`src/source/mips_pkg.sv`:
```
`default_nettype none

package mips_pkg;

    localparam int DATA_W      = 32;
    localparam int REG_ADDR_W  = 5;
    localparam int REG_COUNT   = 2 ** REG_ADDR_W;
    localparam int INSTR_BYTES = 4;               // PC step
    localparam int WORD_OFF_W  = 2;               // Byte offset inside a data word

    typedef enum logic [5:0] {
        OP_SPECIAL = 6'h00,
        OP_ADDI    = 6'h08,
        OP_ANDI    = 6'h0C,
        OP_ORI     = 6'h0D,
        OP_LUI     = 6'h0F,
        OP_LW      = 6'h23,
        OP_SW      = 6'h2B,
        OP_HALT    = 6'h3F
    } opcode_e;

    typedef enum logic [5:0] {
        FN_ADDU = 6'h21,
        FN_SUBU = 6'h23,
        FN_AND  = 6'h24,
        FN_OR   = 6'h25,
        FN_XOR  = 6'h26,
        FN_SLT  = 6'h2A
    } funct_e;

    typedef enum logic [2:0] {
        ALU_ADD,
        ALU_SUB,
        ALU_AND,
        ALU_OR,
        ALU_XOR,
        ALU_SLT,
        ALU_LUI
    } alu_op_e;

    typedef enum logic [1:0] {
        FWD_NONE = 2'd0,
        FWD_MEM  = 2'd1,
        FWD_WB   = 2'd2
    } fwd_sel_e;

    typedef struct packed {
        alu_op_e alu_op;
        logic    alu_src;                         // Operand B is the immediate
        logic    reg_write;
        logic    mem_read;
        logic    mem_write;
        logic    halt;
    } ctrl_t;

    typedef struct packed {
        logic [DATA_W-1:0] instr;
        logic              valid;
    } if_id_t;

    typedef struct packed {
        ctrl_t                 ctrl;
        logic [DATA_W-1:0]     data_a;
        logic [DATA_W-1:0]     data_b;
        logic [DATA_W-1:0]     imm;
        logic [REG_ADDR_W-1:0] rs;
        logic [REG_ADDR_W-1:0] rt;
        logic [REG_ADDR_W-1:0] dest;
    } id_ex_t;

    typedef struct packed {
        ctrl_t                 ctrl;
        logic [DATA_W-1:0]     alu_result;
        logic [DATA_W-1:0]     store_data;
        logic [REG_ADDR_W-1:0] dest;
    } ex_mem_t;

    typedef struct packed {
        logic                  reg_write;
        logic [REG_ADDR_W-1:0] dest;
        logic [DATA_W-1:0]     data;
    } wb_t;

endpackage

`default_nettype wire

```
`src/source/mips_hazard.sv`:
```
`timescale 1ns/1ns
`default_nettype none

module mips_hazard
    import mips_pkg::*;
(
    input  id_ex_t   i_id_ex,
    input  ex_mem_t  i_ex_mem,
    input  wb_t      i_wb,
    input  if_id_t   i_if_id,
    output fwd_sel_e o_fwd_a,
    output fwd_sel_e o_fwd_b,
    output logic     o_stall
);
    logic [REG_ADDR_W-1:0] id_rs;
    logic [REG_ADDR_W-1:0] id_rt;
    logic                  load_in_ex;

    // Younger result in MEM wins over WB
    function automatic fwd_sel_e fwd_for(input logic [REG_ADDR_W-1:0] src);
        if (i_ex_mem.ctrl.reg_write && (i_ex_mem.dest != '0) && (i_ex_mem.dest == src)) begin
            return FWD_MEM;
        end
        if (i_wb.reg_write && (i_wb.dest != '0) && (i_wb.dest == src)) begin
            return FWD_WB;
        end
        return FWD_NONE;
    endfunction

    assign o_fwd_a = fwd_for(i_id_ex.rs);
    assign o_fwd_b = fwd_for(i_id_ex.rt);

    assign id_rs      = i_if_id.instr[25:21];
    assign id_rt      = i_if_id.instr[20:16];
    assign load_in_ex = i_id_ex.ctrl.mem_read && (i_id_ex.dest != '0);

    assign o_stall = load_in_ex && i_if_id.valid &&
                     ((i_id_ex.dest == id_rs) || (i_id_ex.dest == id_rt));

endmodule

`default_nettype wire

```
`config.mk`:
```
export PLATFORM = sky130hd
export DESIGN_NAME = mips_hazard
export DESIGN_NICKNAME = d
export VERILOG_FILES = /design/src/source/mips_pkg.sv /design/src/source/mips_hazard.sv
export SDC_FILE = /design/constraint.sdc
export NUM_CORES = 1
export LEC_CHECK = 0
export ABC_AREA = 1
export BUFFER_PORTS_ARGS = -buffer_cell sky130_fd_sc_hd__buf_2
export CAP_MARGIN = 20
export CORE_AREA = 2 2 106 108
export DETAILED_ROUTE_END_ITERATION = 10
export DIE_AREA = 0 0 108 110
export PLACE_DENSITY = 0.51
export SLEW_MARGIN = 25
export SYNTH_ARGS = -nofsm -noshare
export SYNTH_HDL_FRONTEND = slang
export SYNTH_SLANG_ARGS = --single-unit
```
`constraint.sdc`:
```
create_clock -name vclk -period 1.25
set_input_delay 0.375 -clock vclk [all_inputs]
set_output_delay 0.375 -clock vclk [all_outputs]
set_load 0.02 [all_outputs]
```
==> impl_metrics.csv <==
group,metric,value,unit
outcome,status,"finished, violations left",
outcome,violations,"negative setup slack",
logic_synthesis,seq_area_frac_synth,0,%
route,vias,884,
grt,grt_pass1_vias,895,
place,dp_hpwl,2.273,mm
timing,rsz0062_at_grt,"yes",
logic_synthesis,synth_area_per_cell,4.360,sq um
critical_path,start_kind,"input port",
timing,setup_viol,5,
route,drcViolationCount,0,
die,std_cell_rows,38,
power,ir_drop,112.9,uV
clock_network,hold_buffers,0,
power,p_switching,0.0001760,W
die,die-area,0.01188,sq mm
power,p_int,0.0001901,W
cells_and_area,area_delta_synth_final,134.7,%
timing,finalHoldViolCount,0,
route,routed_wl,2.582,mm
die,dieHeight,110,um
clock_network,postCtsSetupRepairBufs,0,
route,dr.pass1.iters,4,
min_path,min-delay-path-class,"input port to output pin",
die,start_util,5.298,%
grt,grt_usage,4.143,%
cells_and_area,register_area,0,sq um
grt,grt_pass1_wl,3.912,mm
logic_synthesis,synth_cells,130,
cells_and_area,drive_above_1_share,53.98,%
timing,fin_crit_sh,123.2,%
power,switching_share,48.07,%
cells_and_area,nClkBuffers,0,
die,die_x,108,um
power,p_per_area,275.2,mW/mm^2
timing,worst_pin_slew,0.1899,ns
timing,slew_viol_final,0,
power,clockPowerShare,0,%
power,power_frac_seq,0,%
run,cap_violations,0,
power,p_leak,0.6538,nW
grt,grt_start_max_net_pins,5,
die,io_pins,272,
die,core_area,0.01070,sq mm
logic_synthesis,synth_nets,397,
place,placed_cells,316,
logic_synthesis,syn-cell-area,566.8,sq um
route,drtIter0Drc,10,
route,ant_nets,0,
cells_and_area,fin_cells,317,
critical_path,endpoint_kind,"output pin",
timing,period_minus_slack,1.539,ns
grt,antenna_found_initial,3,
critical_path,required,0.88,ns
place,portBuffers,44,
grt,grt_overflow_total,0,
place,placed_area,0.001036,sq mm
timing,setup-tns-final,-1.316,ns
critical_path,cp_max_fo,3,
place,place_ws,-0.4158,ns
timing,fmax,649.6,MHz
logic_synthesis,yosys_warnings,0,
cells_and_area,numSequentialCells,0,
timing,maxSlewHeadroom,87.29,%
power,pwr-share-comb,100.0,%
route,drt-wirelength-per-cell,8.145,um
timing,timing.hold.ws,1.128,ns
critical_path,cp.arrival,1.16,ns
critical_path,worstSetupPathType,"input port to output pin",
cells_and_area,design_area,0.001330,sq mm
route,vias_per_cell,2.789,
timing,worst_slack,-0.2895,ns
place,gp_congestion,0.8168,
cells_and_area,nNetsFinal,445,
logic_synthesis,synth.distinct_cells,12,
[synth_stat cells]
cell	n	area share, %
o21ai_2	1	1.5
inv_2	6	4.0
inv_1	22	15
xor2_1	5	7.7
nand2_1	58	38
nand3_1	11	9.7
xnor2_1	5	7.7
nand4_1	1	1.1
nor2_2	2	2.2
nor3_1	1	0.88
a21oi_1	1	0.88
nor2_1	17	11
[routing by layer]
layer	global-route usage [%]	up-vias	wire length [um]
li1	-	481	-
met1	4.539	359	1027
met2	8.176	36	1244
met3	1.411	4	278
met4	0	4	5
met5	0	-	26
[power by group through the flow]
stage / Sequential (W) / Clock (W) / Combinational (W)
3_3_place_gp: 0 / 0 / 0.000263
4_1_cts: 0 / 0 / 0.000314
6_report: 0 / 0.000000000107 / 0.000366
5_1_grt: 0 / 0.000000000107 / 0.000404
3_5_place_dp: 0 / 0 / 0.000265
2_1_floorplan: 0 / 0 / 0.000137
[cell type report]
type	count	area (sq um)
Timing Repair Buffer	46	434.2
Antenna cell	1	2.502
Inverter	28	117.6
Fill cell	1246	9368
Multi-Input combinational cell	102	600.6
Tap cell	140	175.2
[cell usage in the layout, fill, tap and decap left out, drive strengths merged]
cell,synthesis,routed
a21oi,1,1
nand3,11,11
nor2,19,19
xnor2,5,5
diode,0,1
xor2,5,5
nor3,1,1
nand4,1,1
o21ai,1,1
nand2,58,58
buf,0,46
inv,28,28
[kinds of logic after synthesis]
kind of cell / share of synthesized area, %
simple gates: 63.58
compound gates: 2.428
buf+inv: 18.54
xor+xnor: 15.45
[worst paths after layout]
check | cells after the start | slack, ns | to | startpoint
worst max-delay path | 9 | -0.29 | o_fwd_a[1] | i_id_ex[12]
worst min-delay path | 4 | 1.13 | o_stall | i_if_id[0]
[per-stage QoR]
stage,util [%],power [W]
finish,12.43,0.0003661
global placement,9.684,0.0002629
detailed placement,9.684,0.0002648
global route,12.43,0.0004040
CTS,11.16,0.0003139
floorplan,-,0.0001367
[critical path, cell delays in order]
cell	delay, ns
buf_6	0.09
inv_1	0.04
nand2_1	0.06
nand2_2	0.05
nor2_2	0.11
nand3_2	0.10
nor2_4	0.17
nor2_4	0.05
buf_6	0.12
[repair_timing]
action | 4_1_cts | 5_1_grt
pin swaps | 21 | 30
gates resized for setup | 45 | 46
cloned | 0 | 0
setup endpoints to repair | 5 | 5
Power figures use the tool's default switching activity.
