$ cat src/source/mips_pkg.sv
`default_nettype none

package mips_pkg;

    localparam int DATA_W      = 32;
    localparam int REG_ADDR_W  = 5;
    localparam int REG_COUNT   = 2 ** REG_ADDR_W;
    localparam int INSTR_BYTES = 4;               // PC step
    localparam int WORD_OFF_W  = 2;               // Byte offset inside a data word

    typedef enum logic [5:0] {
        OP_SPECIAL = 6'h00,
        OP_ADDI    = 6'h08,
        OP_ANDI    = 6'h0C,
        OP_ORI     = 6'h0D,
        OP_LUI     = 6'h0F,
        OP_LW      = 6'h23,
        OP_SW      = 6'h2B,
        OP_HALT    = 6'h3F
    } opcode_e;

    typedef enum logic [5:0] {
        FN_ADDU = 6'h21,
        FN_SUBU = 6'h23,
        FN_AND  = 6'h24,
        FN_OR   = 6'h25,
        FN_XOR  = 6'h26,
        FN_SLT  = 6'h2A
    } funct_e;

    typedef enum logic [2:0] {
        ALU_ADD,
        ALU_SUB,
        ALU_AND,
        ALU_OR,
        ALU_XOR,
        ALU_SLT,
        ALU_LUI
    } alu_op_e;

    typedef enum logic [1:0] {
        FWD_NONE = 2'd0,
        FWD_MEM  = 2'd1,
        FWD_WB   = 2'd2
    } fwd_sel_e;

    typedef struct packed {
        alu_op_e alu_op;
        logic    alu_src;                         // Operand B is the immediate
        logic    reg_write;
        logic    mem_read;
        logic    mem_write;
        logic    halt;
    } ctrl_t;

    typedef struct packed {
        logic [DATA_W-1:0] instr;
        logic              valid;
    } if_id_t;

    typedef struct packed {
        ctrl_t                 ctrl;
        logic [DATA_W-1:0]     data_a;
        logic [DATA_W-1:0]     data_b;
        logic [DATA_W-1:0]     imm;
        logic [REG_ADDR_W-1:0] rs;
        logic [REG_ADDR_W-1:0] rt;
        logic [REG_ADDR_W-1:0] dest;
    } id_ex_t;

    typedef struct packed {
        ctrl_t                 ctrl;
        logic [DATA_W-1:0]     alu_result;
        logic [DATA_W-1:0]     store_data;
        logic [REG_ADDR_W-1:0] dest;
    } ex_mem_t;

    typedef struct packed {
        logic                  reg_write;
        logic [REG_ADDR_W-1:0] dest;
        logic [DATA_W-1:0]     data;
    } wb_t;

endpackage

`default_nettype wire

$ cat src/source/mips_fetch.sv
`timescale 1ns/1ns
`default_nettype none

module mips_fetch
    import mips_pkg::*;
#(
    parameter int IMEM_BYTES = 256
) (
    input  logic                          i_clock,
    input  logic                          i_rst,
    input  logic                          i_pipeline_enable,
    input  logic                          i_stall,
    input  logic                          i_halt_seen,
    input  logic                          i_imem_write_en,
    input  logic [$clog2(IMEM_BYTES)-1:0] i_imem_addr,
    input  logic [7:0]                    i_imem_data,
    output if_id_t                        o_if_id,
    output logic [DATA_W-1:0]             o_pc
);
    localparam int IA_W = $clog2(IMEM_BYTES);

    logic [7:0]        imem [IMEM_BYTES];
    logic [DATA_W-1:0] pc_q;
    logic              halted_q;
    if_id_t            if_id_q;
    logic [IA_W-1:0]   idx;
    logic [DATA_W-1:0] word;

    // Big-endian, byte at PC is the MSB
    assign idx  = pc_q[IA_W-1:0];
    assign word = {imem[idx], imem[idx + IA_W'(1)], imem[idx + IA_W'(2)], imem[idx + IA_W'(3)]};

    always_ff @(posedge i_clock) begin
        if (i_imem_write_en) begin
            imem[i_imem_addr] <= i_imem_data;     // Debug loader
        end
    end

    always_ff @(posedge i_clock) begin
        if (i_rst) begin
            pc_q     <= '0;
            halted_q <= 1'b0;
            if_id_q  <= '0;
        end else if (i_pipeline_enable && !i_stall) begin
            if (halted_q || i_halt_seen) begin
                halted_q <= 1'b1;                 // PC frozen past HALT
                if_id_q  <= '0;
            end else begin
                pc_q          <= pc_q + DATA_W'(INSTR_BYTES);
                if_id_q.instr <= word;
                if_id_q.valid <= 1'b1;
            end
        end
    end

    assign o_if_id = if_id_q;
    assign o_pc    = pc_q;

    a_no_debug_write_running: assert property (
        @(posedge i_clock) disable iff (i_rst)
        i_imem_write_en |-> !i_pipeline_enable
    );

endmodule

`default_nettype wire

$ cat config.mk
export PLATFORM = sky130hd
export DESIGN_NAME = mips_fetch
export DESIGN_NICKNAME = d
export VERILOG_FILES = /design/src/source/mips_pkg.sv /design/src/source/mips_fetch.sv
export SDC_FILE = /design/constraint.sdc
export NUM_CORES = 2
export LEC_CHECK = 0
export BUFFER_PORTS_ARGS = -buffer_cell sky130_fd_sc_hd__buf_2
export CAP_MARGIN = 25
export CORE_MARGIN = 2
export CORE_UTILIZATION = 36
export DETAILED_ROUTE_END_ITERATION = 8
export GPL_TIMING_DRIVEN = 0
export HOLD_SLACK_MARGIN = 0.15
export PLACE_DENSITY = 0.52
export SYNTH_ARGS = -nofsm -noshare
export SYNTH_HDL_FRONTEND = slang
export SYNTH_SLANG_ARGS = --single-unit
$ cat constraint.sdc
create_clock -name i_clock -period 3 [get_ports i_clock]
set_clock_uncertainty 0.05 [all_clocks]
set_input_delay 0.45 -clock i_clock [delete_from_list [all_inputs] [get_ports i_clock]]
set_output_delay 0.45 -clock i_clock [all_outputs]
set_load 0.01 [all_outputs]
==> impl_metrics.ini <==
[outcome]
outcome = finished, violations left
violations = negative setup slack

[floorplanning]
fp-row-count = 174
die_area_um2 = 230000
die_w_um = 480
num_io_pins = 87
die_h_um = 480
core_area_um2 = 225000
initial_utilization_pct = 36.2

[setup_path]
end_kind = flop
reg2regPathDepth = 9
max_stage_delay_ns = 0.79
cp-start-kind = input port
worstPathMaxFanout = 10
slowest_stage = nand3_1
rr_endpoint = o_if_id[13]$_SDFFE_PP0N_
crit_end = imem[82][2]$_DFFE_PP_
path_depth = 6
timing.critical_path.cells = buf_2, clkbuf_1, nor2b_1, nand3_1, clkbuf_4, nor2_2
crit_family = simple AND/OR/NAND/NOR gates
r2r_slack_ns = -0.07
worstPathRequired_ns = 3.46
critical_path_class = input port to flop
cp.arrival_ns = 3.72
crit_buf_inv = 3
cp-startpoint = i_imem_addr[1]
reg2reg_from = o_pc[3]$_SDFFE_PP0P_

[sta]
fin_crit_sh_pct = 109
drv_slew = 0
rsz0062_at_grt = true
timing.final.crit_period_ns = 3.26
finalWorstSetupSlack_ns = -0.259
worstMarginPinSlew_ns = 1.30
finalSetupViolCount = 281
relSlewSlack_pct = 13.5
clock.fmax_mhz = 307
hold_viol = 0

[route]
routed_via_density = 5.63
firstDrtPassIters = 5
drc_errors = 0
dr_total_vias = 42100
wl_per_cell_um = 33.8
wirelength_um = 252000
antenna_left = 0
drt_iter0_drc = 4756

[placement]
placed_area_um2 = 86800
port_buffers = 82
pre_cts_ws_ns = -2.01
dp_hpwl_um = 169000
gp_congestion = 0.903

[cts]
clk_pin_slew_ns = 0.06
cts_num_sinks = 2118
numCtsBuffers = 217
cts_tree = built
cts_buffer_depth = 3
h-tree-depth = 4
root_buffer = clkbuf_16
clk_latency_ns = 0.89

[yosys]
yosys-top-cells-area = edfxtp_1, mux4_2, mux2i_1
syn-cell-area_um2 = 81600
synth_top_cell_by_area = edfxtp_1
synth_commonest_cells = edfxtp_1, mux4_2, nor2_1
synth_edf_count = 2048
yosys.area.top_type_share_pct = 75.4
yosysSeqAreaShare_pct = 77.1
synth.avg_cell_area_um2 = 20.9
synth-seq-cells = 2118
synth_most_common_cell = edfxtp_1
yosys_warnings = 0
ys_dominant_reg_cell = edfxtp_1
synth-async-reset-ratio_pct = 0
ys_types = 56
synthCells = 3902

[pwr]
power_density_nw_per_um2 = 642
peakVddDrop_mv = 0.669
power_mw = 61.4
p_leak_nw = 28.7

[min_path]
hold_depth = 2
hp-class = input port to flop

[global_routing]
grt_pass1_vias = 41700
grt.total_usage_pct = 21.6
grt_max_degree = 149
overflow = 0
antenna_found_initial = 11
grt_pass1_wl_um = 344000

[finish]
drive_above_1_share_pct = 30.2
area_growth_pct = 17.2
fillers = 19700
fin_nets = 4305
finalInstanceArea_um2 = 95600

[run]
max-cap-violations = 0
==> cell families (layout without fill, tap and decap cells) <==
| kind of cell | count (synthesis) | count (layout) | synth area share [%] |
|---|---|---|---|
| AOI/OAI and AO/OA | 313 | 313 | 2.67 |
| other | 1 | 11 | 0.00460 |
| DFF | 2118 | 2118 | 77.1 |
| and+or+nand+nor | 527 | 527 | 2.90 |
| xor gates and xnor gates | 19 | 19 | 0.204 |
| buffers and inverters | 239 | 805 | 1.30 |
| adders and majority gates | 1 | 1 | 0.0153 |
| muxes | 684 | 684 | 15.8 |
==> final cells by class <==
| class | count | area, µm² | share of cell area, % |
|---|---|---|---|
| diodes | 9 | 22.5 | 0.0236 |
| plain buffers | 228 | 1640 | 1.71 |
| clock buffers | 293 | 5870 | 6.14 |
| clock inverters | 113 | 1220 | 1.27 |
| inverters | 8 | 35.0 | 0.0366 |
| multi-input cells | 1546 | 18600 | 19.4 |
| flip-flops and latches | 2118 | 62900 | 65.8 |
| well taps | 2992 | 3740 | 3.91 |
| repair buffers | 163 | 1630 | 1.70 |
==> report_power, final <==
group | internal (mW) | switching, mW | total (mW)
logic | 0.623 | 1.34 | 1.96
registers | 32.5 | 0.0399 | 32.5
clock network | 15.2 | 11.7 | 26.9
total | 48.3 | 13.1 | 61.4
==> cells in the final DEF (no fill, tap or decap), types with 57 or more instances in the layout <==
master	count
edfxtp_1	2048
mux4_2	483
clkbuf_16	218
nor2_1	191
mux2i_1	156
clkbuf_1	118
buf_2	96
nor2_2	89
dfxtp_1	67
nand2_1	65
nand3_1	57
buf_6	57
==> registers in the layout (all words and copies together) (netlist names), named ones only <==
name      cells
halted_q      1
imem       2048
o_pc         30
o_if_id      33
==> per-layer routing <==
metal	wire length [µm]	vias to the layer above	share of wire, %	GRT usage [%]
li1	-	17100	-	-
met1	104000	22900	41	29.5
met2	119000	1766	47	34.2
met3	18800	377	7.5	4.54
met4	9930	0	3.9	7.96
met5	0	-	0	0
==> how the worst min path moves through the flow <==
stage	startpoint	slack, ns	end
floorplan	o_if_id[0]$_SDFFE_PP0N_	0.44	o_if_id[0]$_SDFFE_PP0N_
global placement	o_if_id[0]$_SDFFE_PP0N_	0.42	o_if_id[0]$_SDFFE_PP0N_
detailed placement	o_if_id[0]$_SDFFE_PP0N_	0.42	o_if_id[0]$_SDFFE_PP0N_
CTS	i_imem_addr[5]	0.19	imem[209][6]$_DFFE_PP_
global route	i_imem_addr[5]	0.25	imem[209][6]$_DFFE_PP_
finish	i_imem_addr[3]	0.25	imem[209][6]$_DFFE_PP_
==> worst reg2reg max path, cell delays in order (launching register included) <==
cell,delay (ns)
dfxtp_1,0.36
buf_4,0.23
buf_6,0.29
buf_6,0.32
buf_4,0.32
mux2i_1,0.24
nor2_1,0.07
a2111oi_2,0.51
o21ai_1,0.27
a31o_2,0.30
==> repair_timing <==
action / 4_1_cts / 5_1_grt
hold endpoints to repair: 628 / 0
endpoints found under the setup margin: 535 / 652
resized for setup: 389 / 129
hold buffers: 13 / 0
pin swaps: 4 / 1
buffers inserted: 8 / 0
==> through the flow <==
stage,util (%),cells,TNS (ns),hold WS [ns]
after detailed placement,38.6,7032,-1315.15,0.424
after floorplan,-,3903,0,0.444
final,42.5,7470,-32.75,0.247
after CTS,42.3,7457,-6.84,0.188
after global routing,42.5,7463,-25.58,0.250
after global placement,38.1,6977,-5411.05,0.423
Power figures use the tool's default switching activity.
