[src/source/mips_pkg.sv]
`default_nettype none

package mips_pkg;

    localparam int DATA_W      = 32;
    localparam int REG_ADDR_W  = 5;
    localparam int REG_COUNT   = 2 ** REG_ADDR_W;
    localparam int INSTR_BYTES = 4;               // PC step
    localparam int WORD_OFF_W  = 2;               // Byte offset inside a data word

    typedef enum logic [5:0] {
        OP_SPECIAL = 6'h00,
        OP_ADDI    = 6'h08,
        OP_ANDI    = 6'h0C,
        OP_ORI     = 6'h0D,
        OP_LUI     = 6'h0F,
        OP_LW      = 6'h23,
        OP_SW      = 6'h2B,
        OP_HALT    = 6'h3F
    } opcode_e;

    typedef enum logic [5:0] {
        FN_ADDU = 6'h21,
        FN_SUBU = 6'h23,
        FN_AND  = 6'h24,
        FN_OR   = 6'h25,
        FN_XOR  = 6'h26,
        FN_SLT  = 6'h2A
    } funct_e;

    typedef enum logic [2:0] {
        ALU_ADD,
        ALU_SUB,
        ALU_AND,
        ALU_OR,
        ALU_XOR,
        ALU_SLT,
        ALU_LUI
    } alu_op_e;

    typedef enum logic [1:0] {
        FWD_NONE = 2'd0,
        FWD_MEM  = 2'd1,
        FWD_WB   = 2'd2
    } fwd_sel_e;

    typedef struct packed {
        alu_op_e alu_op;
        logic    alu_src;                         // Operand B is the immediate
        logic    reg_write;
        logic    mem_read;
        logic    mem_write;
        logic    halt;
    } ctrl_t;

    typedef struct packed {
        logic [DATA_W-1:0] instr;
        logic              valid;
    } if_id_t;

    typedef struct packed {
        ctrl_t                 ctrl;
        logic [DATA_W-1:0]     data_a;
        logic [DATA_W-1:0]     data_b;
        logic [DATA_W-1:0]     imm;
        logic [REG_ADDR_W-1:0] rs;
        logic [REG_ADDR_W-1:0] rt;
        logic [REG_ADDR_W-1:0] dest;
    } id_ex_t;

    typedef struct packed {
        ctrl_t                 ctrl;
        logic [DATA_W-1:0]     alu_result;
        logic [DATA_W-1:0]     store_data;
        logic [REG_ADDR_W-1:0] dest;
    } ex_mem_t;

    typedef struct packed {
        logic                  reg_write;
        logic [REG_ADDR_W-1:0] dest;
        logic [DATA_W-1:0]     data;
    } wb_t;

endpackage

`default_nettype wire

[src/source/mips_decode.sv]
`timescale 1ns/1ns
`default_nettype none

module mips_decode
    import mips_pkg::*;
(
    input  logic                  i_clock,
    input  logic                  i_rst,
    input  logic                  i_pipeline_enable,
    input  logic                  i_stall,
    input  if_id_t                i_if_id,
    input  wb_t                   i_wb,
    input  logic [REG_ADDR_W-1:0] i_reg_addr,
    output id_ex_t                o_id_ex,
    output logic                  o_halt_seen,
    output logic [DATA_W-1:0]     o_reg_data
);
    logic [DATA_W-1:0]     regs [REG_COUNT];
    logic                  wb_active;
    logic [5:0]            opcode;
    logic [5:0]            funct;
    logic [REG_ADDR_W-1:0] rs;
    logic [REG_ADDR_W-1:0] rt;
    logic [REG_ADDR_W-1:0] rd;
    logic [15:0]           imm16;
    ctrl_t                 ctrl;
    logic                  sign_ext;
    id_ex_t                id_ex_d;
    id_ex_t                id_ex_q;

    assign wb_active = i_pipeline_enable && i_wb.reg_write && (i_wb.dest != '0);

    // Same-cycle write is visible to readers
    function automatic logic [DATA_W-1:0] read_reg(input logic [REG_ADDR_W-1:0] addr);
        if (wb_active && (i_wb.dest == addr)) begin
            return i_wb.data;
        end
        return regs[addr];
    endfunction

    always_ff @(posedge i_clock) begin
        if (i_rst) begin
            for (int i = 0; i < REG_COUNT; i++) begin
                regs[i] <= '0;
            end
        end else if (wb_active) begin
            regs[i_wb.dest] <= i_wb.data;
        end
    end

    assign opcode = i_if_id.instr[31:26];
    assign rs     = i_if_id.instr[25:21];
    assign rt     = i_if_id.instr[20:16];
    assign rd     = i_if_id.instr[15:11];
    assign funct  = i_if_id.instr[5:0];
    assign imm16  = i_if_id.instr[15:0];

    always_comb begin
        ctrl     = '0;
        sign_ext = 1'b0;
        if (i_if_id.valid) begin
            case (opcode_e'(opcode))
                OP_SPECIAL: begin
                    ctrl.reg_write = 1'b1;
                    case (funct_e'(funct))
                        FN_ADDU: ctrl.alu_op = ALU_ADD;
                        FN_SUBU: ctrl.alu_op = ALU_SUB;
                        FN_AND:  ctrl.alu_op = ALU_AND;
                        FN_OR:   ctrl.alu_op = ALU_OR;
                        FN_XOR:  ctrl.alu_op = ALU_XOR;
                        FN_SLT:  ctrl.alu_op = ALU_SLT;
                        default: ctrl.reg_write = 1'b0;   // Unknown funct is a NOP
                    endcase
                end
                OP_ADDI: begin
                    ctrl.alu_op    = ALU_ADD;
                    ctrl.alu_src   = 1'b1;
                    ctrl.reg_write = 1'b1;
                    sign_ext       = 1'b1;
                end
                OP_ANDI: begin
                    ctrl.alu_op    = ALU_AND;
                    ctrl.alu_src   = 1'b1;
                    ctrl.reg_write = 1'b1;
                end
                OP_ORI: begin
                    ctrl.alu_op    = ALU_OR;
                    ctrl.alu_src   = 1'b1;
                    ctrl.reg_write = 1'b1;
                end
                OP_LUI: begin
                    ctrl.alu_op    = ALU_LUI;
                    ctrl.alu_src   = 1'b1;
                    ctrl.reg_write = 1'b1;
                end
                OP_LW: begin
                    ctrl.alu_op    = ALU_ADD;
                    ctrl.alu_src   = 1'b1;
                    ctrl.reg_write = 1'b1;
                    ctrl.mem_read  = 1'b1;
                    sign_ext       = 1'b1;
                end
                OP_SW: begin
                    ctrl.alu_op    = ALU_ADD;
                    ctrl.alu_src   = 1'b1;
                    ctrl.mem_write = 1'b1;
                    sign_ext       = 1'b1;
                end
                OP_HALT: ctrl.halt = 1'b1;
                default: ctrl = '0;
            endcase
        end
    end

    always_comb begin
        id_ex_d.ctrl   = ctrl;
        id_ex_d.data_a = read_reg(rs);
        id_ex_d.data_b = read_reg(rt);
        id_ex_d.imm    = {{16{sign_ext & imm16[15]}}, imm16};
        id_ex_d.rs     = rs;
        id_ex_d.rt     = rt;
        id_ex_d.dest   = (opcode == OP_SPECIAL) ? rd : rt;
    end

    always_ff @(posedge i_clock) begin
        if (i_rst) begin
            id_ex_q <= '0;
        end else if (i_pipeline_enable) begin
            id_ex_q <= i_stall ? '0 : id_ex_d;    // Bubble on load-use
        end
    end

    assign o_id_ex     = id_ex_q;
    assign o_halt_seen = i_if_id.valid && (opcode == OP_HALT);
    assign o_reg_data  = read_reg(i_reg_addr);

    // Load-use bubble clears the hazard by the next enabled cycle
    a_single_stall: assert property (
        @(posedge i_clock) disable iff (i_rst)
        (i_pipeline_enable && i_stall) |=> !(i_pipeline_enable && i_stall)
    );

endmodule

`default_nettype wire

[config.mk]
export PLATFORM = sky130hd
export DESIGN_NAME = mips_decode
export DESIGN_NICKNAME = d
export VERILOG_FILES = /design/src/source/mips_pkg.sv /design/src/source/mips_decode.sv
export SDC_FILE = /design/constraint.sdc
export NUM_CORES = 2
export LEC_CHECK = 0
export BUFFER_PORTS_ARGS = -buffer_cell sky130_fd_sc_hd__buf_2
export CORE_ASPECT_RATIO = 0.6
export CORE_MARGIN = 10
export CORE_UTILIZATION = 25
export DETAILED_ROUTE_END_ITERATION = 10
export PLACE_DENSITY_LB_ADDON = 0.12
export SETUP_SLACK_MARGIN = 0.2
export SKIP_LAST_GASP = 1
export SLEW_MARGIN = 30
export SYNTH_ARGS = -nofsm -noshare
export SYNTH_HDL_FRONTEND = slang
export SYNTH_SLANG_ARGS = --single-unit
[constraint.sdc]
create_clock -name i_clock -period 4 [get_ports i_clock]
set_input_delay 0.8 -clock i_clock [delete_from_list [all_inputs] [get_ports i_clock]]
set_output_delay 0.8 -clock i_clock [all_outputs]
set_load 0.02 [all_outputs]
==> flow_results.org <==
** Global routing
- Global routing finished with a remaining overflow of 0.
- Number of antenna violations at the first check in global routing :: 63
- The number of global-route vias before repair came to 46.1k.
- In the global route stage, overall resource usage came out at 23.2%.
- The first global-routing pass estimated 457000 um of wire.
- Entering global routing, the biggest net connects 83 pins.

** Critical path
- Required time of the worst setup path :: 3.20 ns
- The cell family contributing the most delay on the critical path is buffers and inverters.
- Largest incremental delay on the critical path :: 0.57 ns
- Crit path top cell by count :: buf_16
- The critical path contains buffers and inverters numbering 5 combined.
- The signal on the critical path passes through buf_12 > buf_16 > buf_16 > mux4_2 > o22ai_1 > or4_4 > o21ai_4 > buf_6 > buf_4.
- Worst Path Arrival :: 3.04 ns
- On the critical path, the stage with the largest delay is an instance of or4_4.
- Max FO, Critical Path :: 14
- The worst setup path is of the input port to output pin kind.
- The worst setup path is launched from an input port.
- STA classifies the critical path endpoint as an output pin.

** Place
- At the end of routability-driven placement, the weighted congestion stood at 0.857.
- Post-placement setup slack :: -0.307 ns
- Detailed placement finished with a half-perimeter wire length of 222000 um.
- # placed instances :: 8293
- In this run the tool buffered the top-level ports with 231 buffer cells.
- Summing all placed instances gives a cell area of 74400 um2.

** Drt
- The detailed router placed 48.3k vias in this run.
- Before antenna repair, the detailed router went through 6 iterations.
- Residual DRC :: 0
- For this block, the initial DRC count from the detailed router was 7220.
- Routed len/inst :: 40.4 um
- In this run the remaining antenna-violating nets after routing total 0.
- Summed over all layers, the routed wires come to 347000 um.
- Number of vias per cell :: 5.63

** Logic synthesis
- Count of flip-flops with a built-in enable after synthesis :: 1024
- After synthesis the netlist holds a flip-flop and latch count of 1128.
- Asr flop ratio synth :: 0%
- Sequential area share after synthesis :: 49.3%
- By area the synthesized netlist is led by edfxtp_1 46%, mux4_2 22%, and2_1 9.3%.
- The top cell type by area accounts for 46.2% of the synthesized area.
- Leading area contributor after synthesis :: edfxtp_1
- By instance count, the leading cell after synthesis is edfxtp_1.
- The mapped netlist covers 66600 um2.
- In this run the mean area of a mapped cell was 14.3 um2.
- Ranked by instance count, the synthesized netlist is headed by 1024 x edfxtp_1, 993 x and2_1, 638 x mux4_2.
- In the synthesized netlist the dominant register cell turns out to be edfxtp_1.
- For this run, the number of Yosys warnings is 0.
- In this run, distinct cell masters in the synthesized netlist total 62.
- Count of mapped cells out of synthesis :: 4669

** Clock network
- Hold repair after CTS inserted 0 buffers.
- Maximum buffer depth of the clock tree :: 4
- In this run, CTS created clock tree buffers numbering 143.
- The H-tree was split into 4 levels.
- Clock-pin transition on the worst setup and hold timing paths :: 0.06 ns
- For the worst-skew pair, the clock arrives at the later sink with an insertion delay of 0.85 ns.
- TritonCTS built the clock tree.
- Counting every sink on the clock net gives 1128.
- Root cell of the clock tree :: clkbuf_16

** STA
- Headroom to the max-slew limit :: 33.5%
- In the final timing run, aggregate negative setup slack is 0 ns.
- Slew Limit Fails :: 0
- Minimum period implied by the final worst setup slack :: 3.84 ns
- Setup repair after global routing missed its margin :: yes
- After layout, the worst setup slack is 0.156 ns.
- Final Cycle Share :: 96.1%
- Top achievable clock speed :: 0.260 GHz
- For the final database, setup skew stands at 0.0501 ns.
- Final hold analysis gives a worst-case slack of 0.232 ns.
- For the pin with the worst max-slew slack, the measured transition is 0.998 ns.
- Setup violations remaining at the end of the flow were counted as 0.
- Final hold violation count :: 0

** Floorplan
- Boundary Pins :: 232
- Measured along the x axis, the die boundary spans 686 um.
- The floorplan step set the die height to 420 um.
- The floorplan step defined a die boundary enclosing 288000 um2.
- Once the floorplan was initialized, standard cells occupied 25.2% of the core.
- Area of the placeable core :: 265000 um2
- Cell row count :: 146

** Layout
- Fillers :: 26.3k
- Relative to the synthesized area, the layout overhead comes to 19.1%.
- # nets final :: 4973
- Cells with a size suffix above 1 make up 31.9% of the layout.
- After routing the design area is 79300 um2.
- Finished Layout Cells :: 8575
- Summing all multi-input logic gate instances after layout gives 31800 um2.
- Sequential cell area :: 32800 um2
- Cells fill 30.0% of the core in the end.

** Status
- The run finished with clean final reports.

** Pwr
- Maximum VDD drop :: 0.323 mV
- Power comes to 32.5 mW.
- In this run the static leakage power is 27.6 nW.
- Power density relative to cell area :: 410 nW/um2

** Min path
- The path class of the tightest hold or removal check is input port to register.

** Job
- Number of max-capacitance violations reported :: 0
==> state kept, by name (all words and copies together), names as in the netlist <==
register and flops:
regs 1024, o_id_ex 104
==> kinds of logic (layout without fill, tap and decap cells) <==
kind of cell	Yosys count	in the layout	share of synthesized area, %
other	1	61	0.00563
AND/OR/NAND/NOR	1423	1423	12.6
flip-flops	1128	1128	49.3
buffers and inverters	539	833	3.95
AO/OA/AOI/OAI	521	521	5.55
XOR/XNOR	17	17	0.224
multiplexers	1040	1040	28.4
==> worst min-delay path: stages <==
cell and delay (ns):
buf_2 0.08, a22oi_1 0.05, nor2_1 0.08
==> path summary, 6_finish.rpt <==
| path | cells past startpoint | to | slack, ns | from |
|---|---|---|---|---|
| setup / recovery | 9 | o_reg_data[18] | 0.16 | i_reg_addr[0] |
| hold / removal | 3 | o_id_ex[21]$_SDFFE_PP0P_ | 0.23 | i_if_id[7] |
| setup reg to reg | 6 | o_id_ex[80]$_SDFFE_PP0P_ | 1.75 | regs[0][1]$_SDFFCE_PN0P_ |
| hold reg to reg | 2 | o_id_ex[112]$_SDFFE_PP0P_ | 0.47 | o_id_ex[112]$_SDFFE_PP0P_ |
==> cells in the final DEF (no fill, tap or decap), types with 104 or more instances in the layout <==
| cell type | instances |
|---|---|
| a22oi_1 | 159 |
| and2_1 | 992 |
| buf_12 | 125 |
| buf_2 | 217 |
| buf_4 | 219 |
| clkbuf_16 | 151 |
| dfxtp_1 | 104 |
| edfxtp_1 | 1024 |
| mux2i_1 | 307 |
| mux4_2 | 640 |
| nand2_1 | 126 |
| o22ai_1 | 167 |
==> report_power, final <==
group          leakage (nW)  switching, mW  internal [mW]
sequential             10.6          0.609           13.5
clock                  2.22           5.65           7.73
combinational          14.8           2.97           2.10
==> metal layers <==
metal  GRT usage, %  vias up  part of all wire [%]
met5              0        -                0.0037
met4           6.13        2                   2.8
met3           5.16      454                   9.3
met2           33.3     2991                    42
met1           34.9    26000                    46
li1               -    18900                     -
==> repair_timing <==
item	CTS	global route
cloned	0	4
resized for setup	19	24
endpoints found under the hold margin	0	0
setup buffers	0	3
pin swaps	1	2
setup endpoints to repair	20	14
==> final cells by class <==
| cell class | count | area share, % |
|---|---|---|
| antenna | 29 | 0.0915 |
| sequential | 1128 | 41.4 |
| clock inverter | 55 | 0.721 |
| multi-input combinational | 3033 | 40.1 |
| inverter | 3 | 0.0142 |
| tap | 3552 | 5.60 |
| clock buffer | 191 | 5.01 |
| timing repair buffer | 584 | 7.08 |
Note: power is estimated with default switching activity, not from simulation.
