`config.mk`:
```
export PLATFORM = sky130hd
export DESIGN_NAME = mips_execute
export DESIGN_NICKNAME = d
export VERILOG_FILES = /design/src/source/mips_pkg.sv /design/src/source/mips_execute.sv
export SDC_FILE = /design/constraint.sdc
export NUM_CORES = 1
export LEC_CHECK = 0
export ABC_CLOCK_PERIOD_IN_PS = 7030
export BUFFER_PORTS_ARGS = -buffer_cell sky130_fd_sc_hd__buf_2
export CAP_MARGIN = 5
export CORE_MARGIN = 5
export CORE_UTILIZATION = 55
export DETAILED_ROUTE_END_ITERATION = 6
export HOLD_SLACK_MARGIN = 0.1
export PLACE_DENSITY = 0.86
export SYNTH_ARGS = -nofsm -noshare
export SYNTH_HDL_FRONTEND = slang
export SYNTH_SLANG_ARGS = --single-unit
```
`constraint.sdc`:
```
create_clock -name i_clock -period 7.03 [get_ports i_clock]
set_input_delay 1.0545 -clock i_clock [delete_from_list [all_inputs] [get_ports i_clock]]
set_output_delay 1.0545 -clock i_clock [all_outputs]
set_load 0.01 [all_outputs]
```
`src/source/mips_pkg.sv`:
```
`default_nettype none

package mips_pkg;

    localparam int DATA_W      = 32;
    localparam int REG_ADDR_W  = 5;
    localparam int REG_COUNT   = 2 ** REG_ADDR_W;
    localparam int INSTR_BYTES = 4;               // PC step
    localparam int WORD_OFF_W  = 2;               // Byte offset inside a data word

    typedef enum logic [5:0] {
        OP_SPECIAL = 6'h00,
        OP_ADDI    = 6'h08,
        OP_ANDI    = 6'h0C,
        OP_ORI     = 6'h0D,
        OP_LUI     = 6'h0F,
        OP_LW      = 6'h23,
        OP_SW      = 6'h2B,
        OP_HALT    = 6'h3F
    } opcode_e;

    typedef enum logic [5:0] {
        FN_ADDU = 6'h21,
        FN_SUBU = 6'h23,
        FN_AND  = 6'h24,
        FN_OR   = 6'h25,
        FN_XOR  = 6'h26,
        FN_SLT  = 6'h2A
    } funct_e;

    typedef enum logic [2:0] {
        ALU_ADD,
        ALU_SUB,
        ALU_AND,
        ALU_OR,
        ALU_XOR,
        ALU_SLT,
        ALU_LUI
    } alu_op_e;

    typedef enum logic [1:0] {
        FWD_NONE = 2'd0,
        FWD_MEM  = 2'd1,
        FWD_WB   = 2'd2
    } fwd_sel_e;

    typedef struct packed {
        alu_op_e alu_op;
        logic    alu_src;                         // Operand B is the immediate
        logic    reg_write;
        logic    mem_read;
        logic    mem_write;
        logic    halt;
    } ctrl_t;

    typedef struct packed {
        logic [DATA_W-1:0] instr;
        logic              valid;
    } if_id_t;

    typedef struct packed {
        ctrl_t                 ctrl;
        logic [DATA_W-1:0]     data_a;
        logic [DATA_W-1:0]     data_b;
        logic [DATA_W-1:0]     imm;
        logic [REG_ADDR_W-1:0] rs;
        logic [REG_ADDR_W-1:0] rt;
        logic [REG_ADDR_W-1:0] dest;
    } id_ex_t;

    typedef struct packed {
        ctrl_t                 ctrl;
        logic [DATA_W-1:0]     alu_result;
        logic [DATA_W-1:0]     store_data;
        logic [REG_ADDR_W-1:0] dest;
    } ex_mem_t;

    typedef struct packed {
        logic                  reg_write;
        logic [REG_ADDR_W-1:0] dest;
        logic [DATA_W-1:0]     data;
    } wb_t;

endpackage

`default_nettype wire

```
`src/source/mips_execute.sv`:
```
`timescale 1ns/1ns
`default_nettype none

module mips_execute
    import mips_pkg::*;
(
    input  logic     i_clock,
    input  logic     i_rst,
    input  logic     i_pipeline_enable,
    input  id_ex_t   i_id_ex,
    input  fwd_sel_e i_fwd_a,
    input  fwd_sel_e i_fwd_b,
    input  ex_mem_t  i_ex_mem_fwd,
    input  wb_t      i_wb,
    output ex_mem_t  o_ex_mem
);
    logic [DATA_W-1:0] op_a;
    logic [DATA_W-1:0] reg_b;
    logic [DATA_W-1:0] op_b;
    logic [DATA_W-1:0] result;
    ex_mem_t           ex_mem_q;

    function automatic logic [DATA_W-1:0] pick(
        input fwd_sel_e          sel,
        input logic [DATA_W-1:0] stage_val
    );
        case (sel)
            FWD_MEM: return i_ex_mem_fwd.alu_result;
            FWD_WB:  return i_wb.data;
            default: return stage_val;
        endcase
    endfunction

    assign op_a  = pick(i_fwd_a, i_id_ex.data_a);
    assign reg_b = pick(i_fwd_b, i_id_ex.data_b);    // Also the store data
    assign op_b  = i_id_ex.ctrl.alu_src ? i_id_ex.imm : reg_b;

    always_comb begin
        case (i_id_ex.ctrl.alu_op)
            ALU_ADD: result = op_a + op_b;
            ALU_SUB: result = op_a - op_b;
            ALU_AND: result = op_a & op_b;
            ALU_OR:  result = op_a | op_b;
            ALU_XOR: result = op_a ^ op_b;
            ALU_SLT: result = {{(DATA_W-1){1'b0}}, $signed(op_a) < $signed(op_b)};
            ALU_LUI: result = {op_b[15:0], 16'h0000};
            default: result = '0;
        endcase
    end

    always_ff @(posedge i_clock) begin
        if (i_rst) begin
            ex_mem_q <= '0;
        end else if (i_pipeline_enable) begin
            ex_mem_q.ctrl       <= i_id_ex.ctrl;
            ex_mem_q.alu_result <= result;
            ex_mem_q.store_data <= reg_b;
            ex_mem_q.dest       <= i_id_ex.dest;
        end
    end

    assign o_ex_mem = ex_mem_q;

endmodule

`default_nettype wire

```
==> parameters.txt, run 1 <==
Parameter                              Value

Die
  Floorplan core area    17,200 µm²
  Standard-cell rows    48
  DIE AREA    20,200 µm²
  Total I/O pin count    318
  Initial cell density of the core    55.9%
  Die extent in x    142 µm
  Die height    142 µm

Timing
  Total of endpoints with negative setup slack in the final report    0
  Final setup skew    0 ns
  Final period utilization    84.4%
  Worst slew margin relative to its limit    12.4%
  Final slew viol count    0
  Number of hold violations in the final report    0
  Timing-limited maximum frequency    0.169 GHz
  Actual transition at the worst max-transition pin    1.30 ns
  Setup repair after global routing missed its margin    no
  Total negative slack for setup checks    0 ns
  Clock period minus worst slack    5.93 ns

Outcome
  Result of the run    finished with violations
  Violations in the final reports    design-rule violations

Cells and area
  N_diodes    0
  Fraction of layout instances using a drive strength above 1    20.1%
  NumNets Final    1,949
  Flip-flop count of the largest register, all copies and words added    77
  Core occupancy in the finished layout    65.8%
  Area overhead of the layout relative to synthesis    17.9%
  Filler cell count    1,543
  Top library cells by usage in the layout, fill and taps aside    256 x sky130_fd_sc_hd__buf_2, 173 x sky130_fd_sc_hd__nor2_1, 151 x sky130_fd_sc_hd__o21ai_0
  Most frequent standard cell in the layout excluding fill and tap cells    sky130_fd_sc_hd__buf_2

Global routing
  Initial antenna violation count    1
  Maximum number of pins on one net before global-route repair    77
  Number of global-route vias before repair    11,000
  GRT overflow    0
  Global routing usage summed across all routing layers    37.8%
  Wire length of the first global-routing pass    60,100 µm

Yosys
  Ranking of synthesized cells by area    sky130_fd_sc_hd__dfxtp_1 16%, sky130_fd_sc_hd__ha_1 15%, sky130_fd_sc_hd__o21ai_0 7.9%
  Netlist cell types    75
  Fraction of synthesized cell area taken by the top area cell type    16.1%
  Synth area leader    sky130_fd_sc_hd__dfxtp_1
  Post-synth EDFFs    0
  Sequential cell area fraction in the yosys report    16.1%
  Post-Synthesis Net Count    1,754
  Post-Synthesis Cell Area    9590 µm²
  Gate count of the mapped netlist    1,397
  Most used flip-flop cell after synthesis    sky130_fd_sc_hd__dfxtp_1
  FF+latch count, synth    77
  Share of synthesized registers carrying an async set or reset    0%
  Avg Synthesized Cell Area    6.87 µm²
  Warnings, synthesis    0

Clock tree
  CTS-repair resized insts    0
  Worst-path clk slew    0.07 ns
  Post-CTS Setup Bufs    0
  Deepest clock path buffer count    2
  Depth of the CTS H-tree    3
  Total clock buffers created by CTS    9
  Count of clock tree sinks    77
  CTS tree    built
  Worst-Skew Late Latency    0.36 ns
  Clock root buffer master    sky130_fd_sc_hd__clkbuf_16
  Cts hold-fix bufs    0

Setup path
  Cell with the largest stage delay on the worst path    sky130_fd_sc_hd__o21ai_0
  Largest fanout of any net on the critical path    18
  Type of the setup path with the least slack    in -> reg
  Element type at the critical path end    register
  Sum of buffers and inverters on the critical path    3
  Critical Path RT    7.29 ns
  CP cell instances    buf_2, inv_1, ha_1, a221o_1, o21ai_0, o21ai_0, inv_1, ha_1, and2b_4, a2111oi_2, o2111ai_1, a311o_1, a21oi_1, o41ai_1, a211oi_2, o311ai_1, a221oi_1
  Data arrival time of the critical path    6.19 ns
  Worst path top cell family by delay    compound AO/OA/AOI/OAI gates
  Largest stage delay on the critical path    0.73 ns
  Startpoint kind of the worst setup timing path    input port

Drt
  1st-iter DRT viols    1,615
  Antenna Nets Post-Route    0
  DRT Wirelength    40,000 µm
  Vias per cell    6.55
  Routed len/inst    21.9 µm
  TritonRoute pass-1 iters    7
  Total number of vias    11,900
  Remaining design rule violation count    4

Placed design
  # port buffers    256
  HPWL after detailed placement    30,700 µm
  Placer's final routability congestion estimate    1.00

Job
  Max cap viols    0

Pwr
  Cell leakage power    0.00533 µW
  Power Dens Cells    194 nW/µm²
  VDD IR max    0.000140 V
  Final Power    2200 µW

Worst hold path
  Tightest Hold Check Type    reg -> reg
==> where the power goes <==
group | internal [µW] | total (µW) | switching [µW] | leakage [µW]
logic | 437 | 1190 | 756 | 0.00455
clock network | 282 | 513 | 232 | 0.000152
registers | 471 | 490 | 19.2 | 0.000633
==> cells by family after synthesis <==
family / Yosys count / share of synthesized area (%)
buffers and inverters: 212 / 8.45
XOR/XNOR: 26 / 2.37
AND/OR/NAND/NOR: 434 / 20.1
AO/OA/AOI/OAI: 516 / 36.0
adder cells (fa/ha/maj): 116 / 15.3
multiplexers: 16 / 1.67
flip-flops: 77 / 16.1
==> stage by stage <==
step | hold WS (ns) | cell area, µm² | cells | worst slack [ns]
floorplan | 0.484 | 9590 | 1397 | 1.95
global placement | 0.434 | 11000 | 1806 | 1.05
detailed placement | 0.439 | 11000 | 1806 | 0.938
CTS | 0.455 | 11300 | 1822 | 1.28
global route | 0.483 | 11300 | 1822 | 0.898
finish | 0.454 | 11300 | 1822 | 1.10
==> worst register-to-register path: stages (launching register included) <==
cell	delay (ns)
sky130_fd_sc_hd__dfxtp_1	0.33
sky130_fd_sc_hd__nand2_1	0.11
sky130_fd_sc_hd__o21ai_0	0.12
sky130_fd_sc_hd__a2111oi_0	0.54
sky130_fd_sc_hd__o21ai_0	0.20
sky130_fd_sc_hd__o21ai_1	0.19
sky130_fd_sc_hd__a2111oi_2	0.07
==> cells in the mapped netlist (16+ instances only) <==
master	n
sky130_fd_sc_hd__nor2_1	175
sky130_fd_sc_hd__o21ai_0	151
sky130_fd_sc_hd__nand2_1	134
sky130_fd_sc_hd__a21oi_1	116
sky130_fd_sc_hd__ha_1	114
sky130_fd_sc_hd__inv_1	105
sky130_fd_sc_hd__clkbuf_1	85
sky130_fd_sc_hd__dfxtp_1	77
sky130_fd_sc_hd__a221o_1	37
sky130_fd_sc_hd__a22oi_1	36
sky130_fd_sc_hd__nor3_1	25
sky130_fd_sc_hd__xnor2_1	24
sky130_fd_sc_hd__nor2b_1	21
sky130_fd_sc_hd__a211oi_1	18
sky130_fd_sc_hd__nand3_1	18
sky130_fd_sc_hd__a221oi_1	16
sky130_fd_sc_hd__mux2i_1	16
sky130_fd_sc_hd__o211ai_1	16
==> layout make-up <==
class	count	area [µm²]	area share [%]
Timing Repair Buffer	289	1530	13.5
Tap cell	225	282	2.49
Clock inverter	7	81.3	0.719
Sequential cell	77	1540	13.6
Clock buffer	9	225	1.99
Multi-Input combinational cell	1108	7250	64.1
Inverter	107	402	3.55
==> worst paths after layout <==
| kind | startpoint | to | slack [ns] | cells past startpoint |
|---|---|---|---|---|
| worst max-delay path | i_fwd_b[1] | o_ex_mem[37] | 1.10 | 17 |
| worst min-delay path | o_ex_mem[51] | o_ex_mem[51] | 0.45 | 2 |
| worst max register to register | o_ex_mem[57] | o_ex_mem[57] | 5.35 | 6 |
| worst min register to register | o_ex_mem[51] | o_ex_mem[51] | 0.45 | 2 |
==> layer usage <==
metal / up-vias / wire length, µm / GRT usage [%]
met5: - / 13 / 0
met4: 2 / 2030 / 15.1
met3: 155 / 5340 / 9.81
met1: 5455 / 15400 / 50.8
li1: 5428 / - / -
met2: 896 / 17200 / 57.8
Power figures use the tool's default switching activity.
==> run 2, diff against run 1 <==
- ABC_AREA: default -> 1
- ABC_CLOCK_PERIOD_IN_PS: 7030 -> 5200
- CORE_UTILIZATION: 55 -> 49
- PLACE_DENSITY: 0.86 -> 0.79
- clock period: 7.03 -> 5.2 ns (I/O delays scaled with it)
==> parameters.txt, run 2 <==
Parameter                              Value

Timing
  Timing-limited maximum frequency    0.229 GHz
  Clock period minus worst slack    4.38 ns
  Final setup skew    0 ns (unchanged)
  Worst slew margin relative to its limit    15.7% (+3.3 points)
  Total of endpoints with negative setup slack in the final report    0 (unchanged)
  Actual transition at the worst max-transition pin    1.26 ns (-0.0367 ns)
  Setup repair after global routing missed its margin    no
  Final hold slack    0.463 ns (+0.00926 ns)
  Final slew viol count    0 (unchanged)
  Number of hold violations in the final report    0 (unchanged)
  Final period utilization    84.1%
  Total negative slack for setup checks    0 ns (unchanged)

Outcome
  Result of the run    finished, final reports clean

Yosys
  Warnings, synthesis    0 (unchanged)
  Synthesized-area fraction occupied by adder cells    13.6% (-1.7 points)
  Netlist cell types    42 (-44%)
  Largest family of logic cells by synthesized area    simple AND/OR/NAND/NOR gates
  Synthesized-area fraction occupied by ao, oa, aoi and oai cells    22.4% (-14 points)
  Post-synth EDFFs    0 (unchanged)
  Synth area leader    sky130_fd_sc_hd__nand2_1
  Simple-gate area share of the yosys netlist    34.4% (+14 points)
  Library cell with the highest instance count after synthesis    sky130_fd_sc_hd__nand2_1
  Avg Synthesized Cell Area    5.64 µm² (-18%)
  Sequential cell area fraction in the yosys report    14.3% (-1.8 points)
  Post-Synthesis Cell Area    10,800 µm² (+13%)
  Share of synthesized area spent on multiplexers    0% (-1.7 points)
  Gate count of the mapped netlist    1,916 (+37%)
  Ranking of synthesized cells by area    sky130_fd_sc_hd__nand2_1 20%, sky130_fd_sc_hd__dfxtp_1 14%, sky130_fd_sc_hd__ha_1 13%
  Share of the synthesized netlist area taken by xor and xnor gates    0.324% (-2.0 points)
  FF+latch count, synth    77 (unchanged)
  Fraction of synthesized cell area taken by the top area cell type    19.8% (+3.7 points)
  Post-Synthesis Net Count    2,273 (+30%)
  Most used flip-flop cell after synthesis    sky130_fd_sc_hd__dfxtp_1
  Share of synthesized registers carrying an async set or reset    0% (unchanged)
  Most common library cells after synthesis    569 x sky130_fd_sc_hd__nand2_1, 312 x sky130_fd_sc_hd__inv_1, 152 x sky130_fd_sc_hd__o21ai_0, 142 x sky130_fd_sc_hd__nor2_1, 132 x sky130_fd_sc_hd__nand3_1

Drt
  TritonRoute pass-1 iters    6 (-1)
  Remaining design rule violation count    0 (-4)
  Total number of vias    13,800 (+15%)
  Antenna Nets Post-Route    0 (unchanged)
  Routed len/inst    19.7 µm (-10%)
  1st-iter DRT viols    1,625 (+0.62%)
  DRT Wirelength    47,500 µm (+19%)
  Vias per cell    5.72 (-13%)

Global routing
  Maximum number of pins on one net before global-route repair    99 (+29%)
  GRT overflow    0 (unchanged)
  Number of global-route vias before repair    12,500 (+13%)
  Initial antenna violation count    2 (+1)
  Global routing usage summed across all routing layers    36.0% (-1.8 points)
  Wire length of the first global-routing pass    69,400 µm (+16%)

Die
  Total I/O pin count    318 (unchanged)
  Die height    158 µm (+12%)
  DIE AREA    25,100 µm² (+24%)
  Die extent in x    158 µm (+12%)
  Initial cell density of the core    49.7% (-6.2 points)
  Floorplan core area    21,800 µm² (+27%)
  Standard-cell rows    54 (+13%)

Setup path
  Type of the setup path with the least slack    in -> reg
  Element type at the critical path end    register
  Data arrival time of the critical path    4.59 ns (-1.60 ns)
  Critical Path RT    5.41 ns (-1.88 ns)
  Largest fanout of any net on the critical path    21 (+3)
  Startpoint kind of the worst setup timing path    input port

Clock tree
  Deepest clock path buffer count    2 (unchanged)
  Count of clock tree sinks    77 (unchanged)
  Depth of the CTS H-tree    3 (unchanged)
  Worst-path clk slew    0.07 ns (about the same)
  Cts hold-fix bufs    0 (unchanged)
  CTS tree    built
  Worst-Skew Late Latency    0.35 ns (about the same)
  Total clock buffers created by CTS    9 (unchanged)
  Post-CTS Setup Bufs    0 (unchanged)
  CTS-repair resized insts    0 (unchanged)
  Clock root buffer master    sky130_fd_sc_hd__clkbuf_16

Cells and area
  Area overhead of the layout relative to synthesis    16.2%
  Most frequent standard cell in the layout excluding fill and tap cells    sky130_fd_sc_hd__nand2_1
  NumNets Final    2,481 (+27%)
  Flip-flop count of the largest register, all copies and words added    77 (unchanged)
  Fraction of layout instances using a drive strength above 1    15.7% (-4.4 points)
  Top library cells by usage in the layout, fill and taps aside    569 x sky130_fd_sc_hd__nand2_1, 312 x sky130_fd_sc_hd__inv_1, 255 x sky130_fd_sc_hd__buf_2

Pwr
  Clock network power share    19.5% (-3.9 points)
  Register share of total power    19.9% (-2.4 points)
  VDD IR max    0.000145 V (+3.7%)
  Total net switching power    1740 µW (+73%)
  Switching share of total power    52.2% (+6.4 points)
  Cell leakage power    0.00702 µW (+32%)
  Internal    1590 µW (+34%)
  Power Dens Cells    266 nW/µm² (+37%)
  Relative contribution of combinational cells to total power    60.6% (+6.3 points)

Job
  Max cap viols    0 (unchanged)

Placed design
  HPWL after detailed placement    39,100 µm (+27%)
  Placer's final routability congestion estimate    1.13 (+13%)
  # port buffers    256 (unchanged)

Worst hold path
  Tightest Hold Check Type    reg -> reg
## run 2: through the flow
step | total power [µW] | std cells | setup WS [ns] | cell area, µm² | utilization, %
6_report | 3330 | 2410 | 0.824 | 12600 | 57.7
5_1_grt | 3530 | 2409 | 0.561 | 12600 | 57.7
4_1_cts | 3280 | 2409 | 0.926 | 12600 | 57.7
3_5_place_dp | 2630 | 2393 | 0.568 | 12300 | 56.4
3_3_place_gp | 2600 | 2393 | 0.629 | 12300 | 56.4
2_1_floorplan | 1970 | 1916 | 1.68 | 10800 | -
## run 2: final cells by class
class | instances | area, µm²
fillers | 2289 | 9200
well taps | 280 | 350
repair buffers | 285 | 1500
flip-flops and latches | 77 | 1540
multi-input cells | 1427 | 7660
inverters | 324 | 1220
clock inverters | 7 | 65.1
clock buffers | 9 | 225
diodes | 1 | 2.50
## run 2: layer usage
metal	vias to the layer above	global-route usage [%]	share of wire [%]
met5	-	0	0.057
met1	6159	43.9	38
met2	856	58.3	45
met3	183	7.75	9.9
met4	4	21.3	7.1
li1	6582	-	-
## run 2: worst paths after layout
kind	start	endpoint	slack, ns	cells past startpoint
max	i_fwd_a[0]	o_ex_mem[60]	0.82	22
min reg2reg	o_ex_mem[41]	o_ex_mem[41]	0.46	2
min	o_ex_mem[41]	o_ex_mem[41]	0.46	2
max reg2reg	o_ex_mem[25]	o_ex_mem[25]	4.50	2
## run 2: cell families after synthesis
group	count (synthesis)
AOI/OAI and AO/OA	404
xor gates and xnor gates	4
adders and majority gates	116
buffers and inverters	412
DFF	77
and+or+nand+nor	903
## run 2: power groups by stage
stage | registers (µW) | clock network [µW] | logic [µW]
finish | 664 | 650 | 2020
global route | 669 | 670 | 2190
CTS | 663 | 652 | 1960
detailed placement | 676 | 0 | 1950
global placement | 674 | 0 | 1930
floorplan | 700 | 0 | 1270
## run 2: worst max-delay path, stage by stage
cell and delay, ns:
sky130_fd_sc_hd__buf_2 0.09, sky130_fd_sc_hd__inv_1 0.04, sky130_fd_sc_hd__ha_1 0.30, sky130_fd_sc_hd__inv_1 0.38, sky130_fd_sc_hd__buf_4 0.32, sky130_fd_sc_hd__o221ai_1 0.14
sky130_fd_sc_hd__o21ai_0 0.38, sky130_fd_sc_hd__inv_1 0.23, sky130_fd_sc_hd__ha_1 0.47, sky130_fd_sc_hd__nand3_1 0.11, sky130_fd_sc_hd__nand2_1 0.23, sky130_fd_sc_hd__nand2_1 0.08
sky130_fd_sc_hd__nand2_1 0.14, sky130_fd_sc_hd__nand2_1 0.10, sky130_fd_sc_hd__nand2_1 0.16, sky130_fd_sc_hd__nand2_1 0.09, sky130_fd_sc_hd__nand2_1 0.07, sky130_fd_sc_hd__nand2_1 0.05
sky130_fd_sc_hd__nand3_1 0.14, sky130_fd_sc_hd__nand3_1 0.14, sky130_fd_sc_hd__nand2_1 0.09, sky130_fd_sc_hd__a21oi_1 0.07
